## src/common/hbm_traffic_pkg.sv

```systemverilog
package hbm_traffic_pkg;

    ////////////////////////////////////////////////////////////////////////////
    // AXI port geometry
    ////////////////////////////////////////////////////////////////////////////

    localparam int addr_w = 33;         // HBM pseudo channel address space
    localparam int data_w = 256;
    localparam int strb_w = data_w / 8;
    localparam int len_w  = 4;          // AXI3 style burst length field

    ////////////////////////////////////////////////////////////////////////////
    // Fixed burst attributes
    ////////////////////////////////////////////////////////////////////////////

    localparam logic [1:0] burst_incr = 2'b01;
    localparam logic [2:0] size_32b   = 3'd5;   // log2 of bytes per beat

    // 16 beats of 32 bytes per burst
    localparam logic [addr_w-1:0] burst_step = 33'h200;

    // Replicated across the whole data bus
    localparam logic [31:0] data_pattern = 32'ha5a5a5a5;

    ////////////////////////////////////////////////////////////////////////////
    // Operating mode
    ////////////////////////////////////////////////////////////////////////////

    // Encodings follow the shared read_or_write CSR
    // Anything not listed leaves the port idle
    typedef enum logic [2:0] {
        mode_read       = 3'd3,     // Queued reads
        mode_write      = 3'd4,     // Queued writes
        mode_read_write = 3'd5      // Both queues together
    } traffic_mode_t;

endpackage

```

## src/verilog/burst_addr_gen.sv

```systemverilog
`timescale 1ns/10ps

module burst_addr_gen #(
    parameter int unsigned gen_num = 0,
    parameter logic [hbm_traffic_pkg::addr_w-1:0] addr_span = 33'h1000_0000
) (
    input  logic                                axi_aclk,
    input  logic                                axi_aresetn,
    input  logic                                addr_inc_en,
    input  logic                                addr_advance,
    output logic [hbm_traffic_pkg::addr_w-1:0]  addr
);

    localparam int aw = hbm_traffic_pkg::addr_w;

    localparam logic [aw-1:0] gen_idx     = {{(aw - 32){1'b0}}, gen_num};
    localparam logic [aw-1:0] base_addr   = gen_idx * addr_span;   // Window start
    localparam logic [aw-1:0] wrap_margin = 'h400;
    // Highest address that may still step forward
    localparam logic [aw-1:0] last_step   = base_addr + addr_span - wrap_margin;

    always_ff @(posedge axi_aclk)
    begin
        if (!axi_aresetn)
        begin
            addr <= base_addr;
        end
        else if (!addr_inc_en)
        begin
            addr <= base_addr;      // Fixed address mode
        end
        else if (addr_advance)
        begin
            if (addr <= last_step)
                addr <= addr + hbm_traffic_pkg::burst_step;
            else
                addr <= base_addr;  // Wrap to window start
        end
    end

    // Offset from base wraps huge if the address ever drops below it
    assert property (@(posedge axi_aclk) disable iff (!axi_aresetn)
        (addr - base_addr) < addr_span);

endmodule

```

## src/traffic_gen/read_engine.sv

```systemverilog
`timescale 1ns/10ps

module read_engine #(
    parameter int unsigned gen_num         = 0,
    parameter int unsigned max_outstanding = 61
) (
    input  logic                                axi_aclk,
    input  logic                                axi_aresetn,
    input  logic                                start,
    input  hbm_traffic_pkg::traffic_mode_t      mode,
    input  logic [31:0]                         port_mask,
    input  logic [hbm_traffic_pkg::addr_w-1:0]  addr,
    output logic                                addr_advance,

    // AR channel
    output logic                                arvalid,
    input  logic                                arready,

    // R channel
    input  logic                                rvalid,
    input  logic                                rlast,
    output logic                                rready
);

    localparam int cnt_w = $clog2(max_outstanding + 1);
    localparam logic [cnt_w-1:0] cnt_max = cnt_w'(max_outstanding);

    logic               enable;
    logic               ar_hs;
    logic               r_done;
    logic [cnt_w-1:0]   rd_count;   // Bursts issued and not yet drained

    assign enable = port_mask[gen_num] &&
                    (mode == hbm_traffic_pkg::mode_read ||
                     mode == hbm_traffic_pkg::mode_read_write);

    ////////////////////////////////////////////////////////////////////////////
    // Address issue
    ////////////////////////////////////////////////////////////////////////////

    // New AR may go out the cycle after a handshake
    assign arvalid      = enable && start && (rd_count < cnt_max);
    assign ar_hs        = arvalid && arready;
    assign addr_advance = ar_hs;

    ////////////////////////////////////////////////////////////////////////////
    // Read data drain
    ////////////////////////////////////////////////////////////////////////////

    // Keep draining after start or the enable goes away
    assign rready = enable || (rd_count != '0);
    assign r_done = rvalid && rready && rlast;  // One burst finished

    always_ff @(posedge axi_aclk)
    begin
        if (!axi_aresetn)
        begin
            rd_count <= '0;
        end
        else if (ar_hs && !r_done)
        begin
            rd_count <= rd_count + 1'b1;
        end
        else if (!ar_hs && r_done)
        begin
            rd_count <= rd_count - 1'b1;
        end
    end

    // Limit holds and every rlast belongs to an issued burst
    assert property (@(posedge axi_aclk) disable iff (!axi_aresetn)
        (rd_count <= cnt_max) && !(r_done && rd_count == '0));

    // Address held by the generator while AR waits
    assert property (@(posedge axi_aclk) disable iff (!axi_aresetn)
        (arvalid && !arready) |=> $stable(addr));

endmodule

```

## src/traffic_gen/write_engine.sv

```systemverilog
`timescale 1ns/10ps

module write_engine #(
    parameter int unsigned gen_num         = 0,
    parameter int unsigned max_outstanding = 61
) (
    input  logic                                axi_aclk,
    input  logic                                axi_aresetn,
    input  logic                                start,
    input  hbm_traffic_pkg::traffic_mode_t      mode,
    input  logic [31:0]                         port_mask,
    input  logic [hbm_traffic_pkg::len_w-1:0]   burst_len,
    input  logic [hbm_traffic_pkg::addr_w-1:0]  addr,
    output logic                                addr_advance,

    // AW channel
    output logic                                awvalid,
    input  logic                                awready,

    // W channel
    output logic                                wvalid,
    input  logic                                wready,
    output logic                                wlast,

    // B channel
    input  logic                                bvalid,
    output logic                                bready
);

    localparam int cnt_w = $clog2(max_outstanding + 1);
    localparam logic [cnt_w-1:0] cnt_max = cnt_w'(max_outstanding);

    logic                                   enable;
    logic                                   aw_hs;
    logic                                   w_hs;
    logic                                   w_last_hs;
    logic                                   b_hs;
    logic [cnt_w-1:0]                       wr_count;   // Awaiting a B response
    logic [cnt_w-1:0]                       owed;       // Accepted AW with data unsent
    logic [hbm_traffic_pkg::len_w-1:0]      beat_cnt;

    assign enable = port_mask[gen_num] &&
                    (mode == hbm_traffic_pkg::mode_write ||
                     mode == hbm_traffic_pkg::mode_read_write);

    ////////////////////////////////////////////////////////////////////////////
    // Handshakes
    ////////////////////////////////////////////////////////////////////////////

    assign awvalid      = enable && start && (wr_count < cnt_max);
    assign aw_hs        = awvalid && awready;
    assign addr_advance = aw_hs;

    assign wvalid    = (owed != '0);
    assign wlast     = wvalid && (beat_cnt == burst_len);
    assign w_hs      = wvalid && wready;
    assign w_last_hs = w_hs && wlast;

    assign bready = (wr_count != '0);
    assign b_hs   = bvalid && bready;

    ////////////////////////////////////////////////////////////////////////////
    // Counters
    ////////////////////////////////////////////////////////////////////////////

    always_ff @(posedge axi_aclk)
    begin
        if (!axi_aresetn)
        begin
            wr_count <= '0;
            owed     <= '0;
            beat_cnt <= '0;
        end
        else
        begin
            case ({aw_hs, b_hs})
                2'b10:   wr_count <= wr_count + 1'b1;
                2'b01:   wr_count <= wr_count - 1'b1;
                default: wr_count <= wr_count;
            endcase

            // A burst stops being owed once its last beat is taken
            case ({aw_hs, w_last_hs})
                2'b10:   owed <= owed + 1'b1;
                2'b01:   owed <= owed - 1'b1;
                default: owed <= owed;
            endcase

            if (w_hs)
                beat_cnt <= wlast ? '0 : beat_cnt + 1'b1;
        end
    end

    // Stalled beat keeps its position and last flag
    assert property (@(posedge axi_aclk) disable iff (!axi_aresetn)
        (wvalid && !wready) |=> wvalid && $stable(beat_cnt) && $stable(wlast));

    // Data owed never exceeds writes in flight, B only after wlast
    assert property (@(posedge axi_aclk) disable iff (!axi_aresetn)
        (owed <= wr_count) && (wr_count <= cnt_max));

    assert property (@(posedge axi_aclk) disable iff (!axi_aresetn)
        (awvalid && !awready) |=> $stable(addr));

endmodule

```

## src/traffic_gen/traffic_gen.sv

```systemverilog
`timescale 1ns/10ps

module traffic_gen #(
    parameter int unsigned gen_num = 0,
    parameter logic [hbm_traffic_pkg::addr_w-1:0] addr_span = 33'h1000_0000,
    parameter int unsigned max_outstanding = 61
) (
    input  logic                                axi_aclk,
    input  logic                                axi_aresetn,

    // Shared control
    input  logic                                csr_start,
    input  logic [2:0]                          read_or_write,
    input  logic                                address_inc_csr,
    input  logic [31:0]                         port_mask,
    input  logic [hbm_traffic_pkg::len_w-1:0]   transaction_length,

    // AW
    output logic [hbm_traffic_pkg::addr_w-1:0]  axi_awaddr,
    output logic [1:0]                          axi_awburst,
    output logic [hbm_traffic_pkg::len_w-1:0]   axi_awlen,
    output logic [2:0]                          axi_awsize,
    output logic                                axi_awvalid,
    input  logic                                axi_awready,

    // W
    output logic [hbm_traffic_pkg::data_w-1:0]  axi_wdata,
    output logic [hbm_traffic_pkg::strb_w-1:0]  axi_wstrb,
    output logic                                axi_wlast,
    output logic                                axi_wvalid,
    input  logic                                axi_wready,

    // B
    input  logic                                axi_bvalid,
    output logic                                axi_bready,

    // AR
    output logic [hbm_traffic_pkg::addr_w-1:0]  axi_araddr,
    output logic [1:0]                          axi_arburst,
    output logic [hbm_traffic_pkg::len_w-1:0]   axi_arlen,
    output logic [2:0]                          axi_arsize,
    output logic                                axi_arvalid,
    input  logic                                axi_arready,

    // R
    input  logic                                axi_rvalid,
    input  logic                                axi_rlast,
    output logic                                axi_rready
);

    hbm_traffic_pkg::traffic_mode_t mode;
    logic                           rd_advance;
    logic                           wr_advance;

    assign mode = hbm_traffic_pkg::traffic_mode_t'(read_or_write);

    // Fixed burst shape, INCR of full width beats
    assign axi_arburst = hbm_traffic_pkg::burst_incr;
    assign axi_awburst = hbm_traffic_pkg::burst_incr;
    assign axi_arsize  = hbm_traffic_pkg::size_32b;
    assign axi_awsize  = hbm_traffic_pkg::size_32b;
    assign axi_arlen   = transaction_length;
    assign axi_awlen   = transaction_length;
    assign axi_wdata   = {(hbm_traffic_pkg::data_w / 32){hbm_traffic_pkg::data_pattern}};
    assign axi_wstrb   = '1;    // Full beats only

    ////////////////////////////////////////////////////////////////////////////
    // Read side
    ////////////////////////////////////////////////////////////////////////////

    burst_addr_gen #(.gen_num(gen_num), .addr_span(addr_span)) u_rd_addr (
        .axi_aclk     (axi_aclk),
        .axi_aresetn  (axi_aresetn),
        .addr_inc_en  (address_inc_csr),
        .addr_advance (rd_advance),
        .addr         (axi_araddr)
    );

    read_engine #(.gen_num(gen_num), .max_outstanding(max_outstanding)) u_rd_eng (
        .axi_aclk     (axi_aclk),
        .axi_aresetn  (axi_aresetn),
        .start        (csr_start),
        .mode         (mode),
        .port_mask    (port_mask),
        .addr         (axi_araddr),
        .addr_advance (rd_advance),
        .arvalid      (axi_arvalid),
        .arready      (axi_arready),
        .rvalid       (axi_rvalid),
        .rlast        (axi_rlast),
        .rready       (axi_rready)
    );

    ////////////////////////////////////////////////////////////////////////////
    // Write side
    ////////////////////////////////////////////////////////////////////////////

    burst_addr_gen #(.gen_num(gen_num), .addr_span(addr_span)) u_wr_addr (
        .axi_aclk     (axi_aclk),
        .axi_aresetn  (axi_aresetn),
        .addr_inc_en  (address_inc_csr),
        .addr_advance (wr_advance),
        .addr         (axi_awaddr)
    );

    write_engine #(.gen_num(gen_num), .max_outstanding(max_outstanding)) u_wr_eng (
        .axi_aclk     (axi_aclk),
        .axi_aresetn  (axi_aresetn),
        .start        (csr_start),
        .mode         (mode),
        .port_mask    (port_mask),
        .burst_len    (transaction_length),
        .addr         (axi_awaddr),
        .addr_advance (wr_advance),
        .awvalid      (axi_awvalid),
        .awready      (axi_awready),
        .wvalid       (axi_wvalid),
        .wready       (axi_wready),
        .wlast        (axi_wlast),
        .bvalid       (axi_bvalid),
        .bready       (axi_bready)
    );

endmodule

```

## config.mk

```make
export PLATFORM = sky130hd
export DESIGN_NAME = traffic_gen
export DESIGN_NICKNAME = d
export VERILOG_FILES = /design/src/common/hbm_traffic_pkg.sv /design/src/verilog/burst_addr_gen.sv /design/src/traffic_gen/read_engine.sv /design/src/traffic_gen/write_engine.sv /design/src/traffic_gen/traffic_gen.sv
export SDC_FILE = /design/constraint.sdc
export NUM_CORES = 1
export LEC_CHECK = 0
export ABC_AREA = 1
export BUFFER_PORTS_ARGS = -buffer_cell sky130_fd_sc_hd__buf_2
export CAP_MARGIN = 40
export CORE_AREA = 3 3 166 168
export DETAILED_ROUTE_END_ITERATION = 12
export DIE_AREA = 0 0 169 171
export SLEW_MARGIN = 40
export SYNTH_ARGS = -nofsm -noshare
export SYNTH_HDL_FRONTEND = slang
export SYNTH_SLANG_ARGS = --single-unit
```

## constraint.sdc

```tcl
create_clock -name axi_aclk -period 2.8 [get_ports axi_aclk]
set_input_delay 0.56 -clock axi_aclk [delete_from_list [all_inputs] [get_ports axi_aclk]]
set_output_delay 0.56 -clock axi_aclk [all_outputs]
set_load 0.03 [all_outputs]
```

* Word-level counts from Yosys, hierarchy flattened
Cells that the tools add are included.
** Operators by class
- Add/subtract/negate cells :: 9
- Order comparisons :: 4
- Equality and inequality tests :: 8
- Mux-type cells :: 7
- Reductions and logical operators :: 28
** Operators by type and width (count)
- adder 33 x 10 -> 33 bit, second input constant :: 2
- less-or-equal comparator 33 x 28 -> 1 bit, second input constant :: 2
- two-way mux 33 bit :: 2
- one-hot mux 6 bit (2 select lines) :: 2
- adder 6 x 1 -> 6 bit, second input constant :: 3
- nonzero test 6 bit :: 3
- subtractor 6 x 1 -> 6 bit, second input constant :: 3
- logical AND 1 bit :: 16
- less-than comparator 6 bit, second input constant :: 2
- two-way mux 6 bit :: 2
- equality test 3 bit, second input constant :: 2
- nonzero test 2 bit :: 3
- adder 4 x 1 -> 4 bit, second input constant :: 1
- equality test 2 x 1 -> 1 bit, second input constant :: 2
- equality test 2 bit, second input constant :: 2
- equality test 4 bit :: 1
- two-way mux 4 bit :: 1
- equality test 3 x 2 -> 1 bit, second input constant :: 1
- logical OR 1 bit :: 3
- zero test 1 bit :: 2
- AND reduction 2 bit :: 1
** Storage, ports and cells
- Register bits after elaboration :: 88
- Input port bits :: 49
- Logic and storage cells :: 62

* Depth between registers and ports, before layout
- Depth after elaboration :: 10
- Mapped depth :: 18
- Gate-level depth less buffers :: 17

* Hierarchy
A second synthesis with hierarchy kept.
** Unflattened totals
- Cells, all modules :: 945
- Area, all modules :: 6637.6 um^2
** By module, submodules not included
- burst_addr_gen :: times used 2, cells each 185, area an instance 1285.0 um^2
- traffic_gen :: times used 1, cells each 308, area an instance 2304.7 um^2
- write_engine :: times used 1, cells each 194, area an instance 1278.7 um^2
- read_engine :: times used 1, cells each 73, area an instance 484.2 um^2

* Worst setup path before layout
OpenSTA, ideal clock, no wires.
- Path kind :: input -> register
- Start :: input port port_mask[0]
- End :: register u_rd_eng.rd_count[4]
- Setup time :: 0.115 ns
- Arrival time :: 2.480 ns
- Required time :: 2.685 ns
- Path slack :: 0.205 ns
- Stages :: 13
- Path through :: nand2_1 -> nand3b_2 -> nor3_2 -> buf_6 -> buf_8 -> ha_1 -> inv_1 -> ha_1 -> a21oi_1 -> o21ai_0 -> xor2_1 -> o21ai_0 -> inv_1
** On the way
- Cells in the longest elaborated chain, start to end :: 7
- Elaborated cells between the ends (all ways) :: 13
- Those cells by class :: mux (1); reduce/logical (12)
** Ends and longest elaborated chain
- start: declaration :: line traffic_gen.sv:15 : input logic [31:0] port_mask,
- logical AND 1 bit (*) :: line read_engine.sv:33 : assign enable = port_mask[gen_num] &&
- logical AND 1 bit (*) (2 in a row) :: line read_engine.sv:42 : assign arvalid = enable && start && (rd_count < cnt_max);
- logical AND 1 bit (*) :: line read_engine.sv:43 : assign ar_hs = arvalid && arready;
- via rd_advance :: line traffic_gen.sv:52 : logic rd_advance;
- zero test 1 bit :: line read_engine.sv:64 : else if (!ar_hs && r_done)
- logical AND 1 bit :: line read_engine.sv:64
- nonzero test 2 bit (no source line)
- end signal: assignment :: line read_engine.sv:62 : rd_count <= rd_count + 1'b1;
- end signal: assignment :: line read_engine.sv:66 : rd_count <= rd_count - 1'b1;
- end: declaration :: line read_engine.sv:31 : logic [cnt_w-1:0] rd_count;
The timed path passes the listed nets; every way through them passes the cells marked *.
A chain may end at the register's enable or synchronous reset.

* Worst setup path after layout
- Start :: input port port_mask[0]
- End :: register u_rd_eng.rd_count[4]
** On the way
- Cells in the longest elaborated chain, start to end :: 7
- Elaborated cells between the ends (all ways) :: 13
- Those cells by class :: mux (1); reduce/logical (12)
** Ends and longest elaborated chain (line)
- logical AND 1 bit (*) :: read_engine.sv:33
- logical OR 1 bit / logical AND 1 bit (equally long branches) :: read_engine.sv:51, read_engine.sv:42
- logical AND 1 bit (on tied branches) :: read_engine.sv:52, read_engine.sv:42
- logical AND 1 bit (on tied branches) :: read_engine.sv:52, read_engine.sv:43
- zero test 1 bit (on tied branches) :: read_engine.sv:60, read_engine.sv:64
- logical AND 1 bit (on tied branches) :: read_engine.sv:60, read_engine.sv:64
- two-way mux 6 bit / nonzero test 2 bit (equally long branches)
Mark *: on every way between the ends. The rest lies on a longest branch, timed or not.

==> out/qor.yml <==
power_and_ir_drop:
  pwr-share-comb_pct: 34.5
  p_leak_nw: 3.33
  clock_power_share_pct: 34.7
  seq_power_share_pct: 30.7
  switching_share_pct: 41.6
  irDropWorstVdd_mv: 0.415
  p_int_mw: 2.13
  switchingPower_mw: 1.51
  p_per_area_nw_per_um2: 554
floorplan:
  die_area_um2: 28900
  die_w_um: 169
  die_height_um: 171
  initial_core_util_pct: 25.9
  io_pins: 427
  rows: 59
  core_um2: 26100
finish:
  synthToLayoutAreaGrowth_pct: -2.76
  fin_cells: 1367
  n_antenna_cell: 0
  fill_cells: 2882
  fin_nets: 1097
  final_core_util_pct: 25.2
  drive_gt1_share_pct: 13.2
sta:
  worst_clock_skew_ns: 0.0131
  finalSetupTns_ns: 0
  holdWs_ns: 0.457
  rsz0062_at_grt: "no"
  hold_viol: 0
  slew_viol_final: 0
  fin_crit_ns: 2.36
  setup_viol: 0
  period_share_pct: 84.3
  max_freq_mhz: 424
logic_synthesis:
  synth_top_area_share_pct: 36.1
  synth_area_leaders: "buf_4 (36%), dfxtp_1 (21%), nand2_1 (8.4%)"
  synth_top_cell_by_area: "buf_4"
  synth-seq-area-share_pct: 20.7
  synth_edf_count: 0
  synthDistinctLibCells: 36
  synth_ff_type: "dfxtp_1"
  syn_area_um2: 6750
  avgSynthCellArea_um2: 7.09
  yosys_warnings: 0
  synthArstFlopShare_pct: 0
  synthCells: 953
  ys_ff_latch: 70
route:
  drt_first_pass_iters: 4
  wl_per_cell_um: 9.67
  drt_iter0_markers: 180
  vias: 4843
  drc: 0
  wirelength_mm: 13.2
  viasPerCell: 3.54
  antenna_left: 0
setup_path:
  path_class: "in -> reg"
  critPathCaptureType: "flop"
  crit_fanout: 5
  cp.arrival_ns: 2.59
  cp-start-kind: "input pin"
  critPathRequiredTime_ns: 3.03
clock_tree:
  cts_max_level: 3
  cts_tree: "built"
  hold_buffers: 0
  cts.sinks: 70
  clockRootBuffer: "clkbuf_16"
  cts_resized: 0
  clockBufferDepth: 2
  path_clk_slew_ns: 0.06
  numCtsBuffers: 9
  cts_setup_buffers: 0
  insertion_delay_ns: 0.35
status:
  outcome: "complete, no violations"
job:
  cap_viol_max_count: 0
hold_path:
  hp-class: "reg -> reg"
place:
  io_buffers: 79
  hpwl_mm: 10.8
  placed_cells: 1351
  gp_congestion: 0.845
grt:
  grt_pass1_wl_mm: 19.2
  grt_pass1_vias: 3815
  antenna_found_initial: 0
  grt_usage_pct: 8.11
  grt.overflow.total: 0
  grt_max_degree: 29
-- placed cells by master, fill, tap and decap left out, drive strengths merged --
| cell | n |
|---|---|
| a21o | 1 |
| buf | 82 |
| bufinv | 2 |
| nand3b | 1 |
| a21oi | 26 |
| conb | 316 |
| nand3 | 58 |
| o21bai | 5 |
| o21ai | 23 |
| fa | 3 |
| o211ai | 4 |
| xnor2 | 12 |
| nand4 | 13 |
| ha | 18 |
| nor4 | 4 |
| inv | 92 |
| nand2 | 159 |
| clkinvlp | 3 |
| or2 | 1 |
| dfxtp | 70 |
| xor2 | 10 |
| clkinv | 3 |
| nor3 | 16 |
| nor2 | 99 |
| clkbuf | 11 |
-- routing by layer --
layer / global-route usage (%) / part of all wire [%] / routed length (µm) / vias to the layer above
met1: 10.6 / 42 / 5570 / 2128
met4: 3.42 / 2.1 / 274 / 0
li1: - / - / - / 2481
met2: 13.3 / 49 / 6430 / 218
met5: 0 / 0 / 0 / -
met3: 1.36 / 7.2 / 951 / 16
-- final timing paths --
kind | from | end | slack [ns] | depth (start not counted)
max | port_mask[0] | u_rd_eng.rd_count[4] | 0.44 | 12
max reg2reg | u_wr_eng.beat_cnt[0] | u_wr_eng.owed[5] | 0.45 | 15
min | u_wr_addr.addr[32] | u_wr_addr.addr[32] | 0.46 | 2
min reg2reg | u_wr_addr.addr[32] | u_wr_addr.addr[32] | 0.46 | 2
-- cell families after synthesis --
logic type                 count (synthesis)  share of synthesized area, %
buffers and inverters                    428                          42.7
and+or+nand+nor                          351                          24.6
DFF                                       70                          20.7
AOI/OAI and AO/OA                         59                          4.74
xor gates and xnor gates                  22                          2.85
adders and majority gates                 21                          4.22
other                                      2                         0.111
-- sequential cells by signal, summed over array words and instances, names as in the netlist --
register           flops
u_wr_eng.wr_count      6
u_wr_eng.owed          6
u_wr_addr.addr        24
u_rd_addr.addr        24
u_wr_eng.beat_cnt      4
u_rd_eng.rd_count      6
-- critical path, cell delays in order --
cell      delay, ns
buf_2          0.09
nand2_1        0.09
nand3b_2       0.26
nor3_2         0.19
ha_1           0.27
inv_1          0.12
ha_1           0.35
a21oi_1        0.14
o21ai_0        0.12
xor2_1         0.15
o21ai_0        0.18
inv_1          0.05
-- stage by stage --
| stage | setup slack [ns] | area, µm² | total power [mW] |
|---|---|---|---|
| CTS | 0.406 | 6570 | 3.68 |
| finish | 0.441 | 6570 | 3.64 |
| detailed placement | 0.111 | 6240 | 2.38 |
| global route | 0.190 | 6570 | 3.88 |
| floorplan | 0.205 | 7930 | 2.58 |
| global placement | 0.135 | 6240 | 2.37 |
-- Yosys cell counts, drive strengths merged (2+ instances only) --
library cell,instances
nor3,16
xnor2,12
inv,92
clkinv,3
clkbuf,2
o21bai,5
nor2,99
fa,3
buf,331
nand4,13
a21oi,26
nor4,4
o211ai,4
o21ai,23
xor2,10
conb,2
nand3,58
dfxtp,70
ha,18
nand2,159
-- area by class of cell --
type                    count  area (µm²)  area share (%)
repair buffers             82         418            6.36
multi-input cells         769        3650            55.5
clock inverters             5        82.6            1.26
inverters                  95         357            5.43
flip-flops and latches     70        1400            21.3
well taps                 335         419            6.38
clock buffers              11         243            3.70
-- power groups by stage --
stage / clock network, mW / logic, mW / registers (mW)
after detailed placement: 0 / 1.24 / 1.14
after global routing: 1.35 / 1.40 / 1.13
final: 1.26 / 1.26 / 1.12
after floorplan: 0 / 1.46 / 1.12
after global placement: 0 / 1.23 / 1.14
after CTS: 1.31 / 1.25 / 1.12
(Power assumes the default switching activity.)
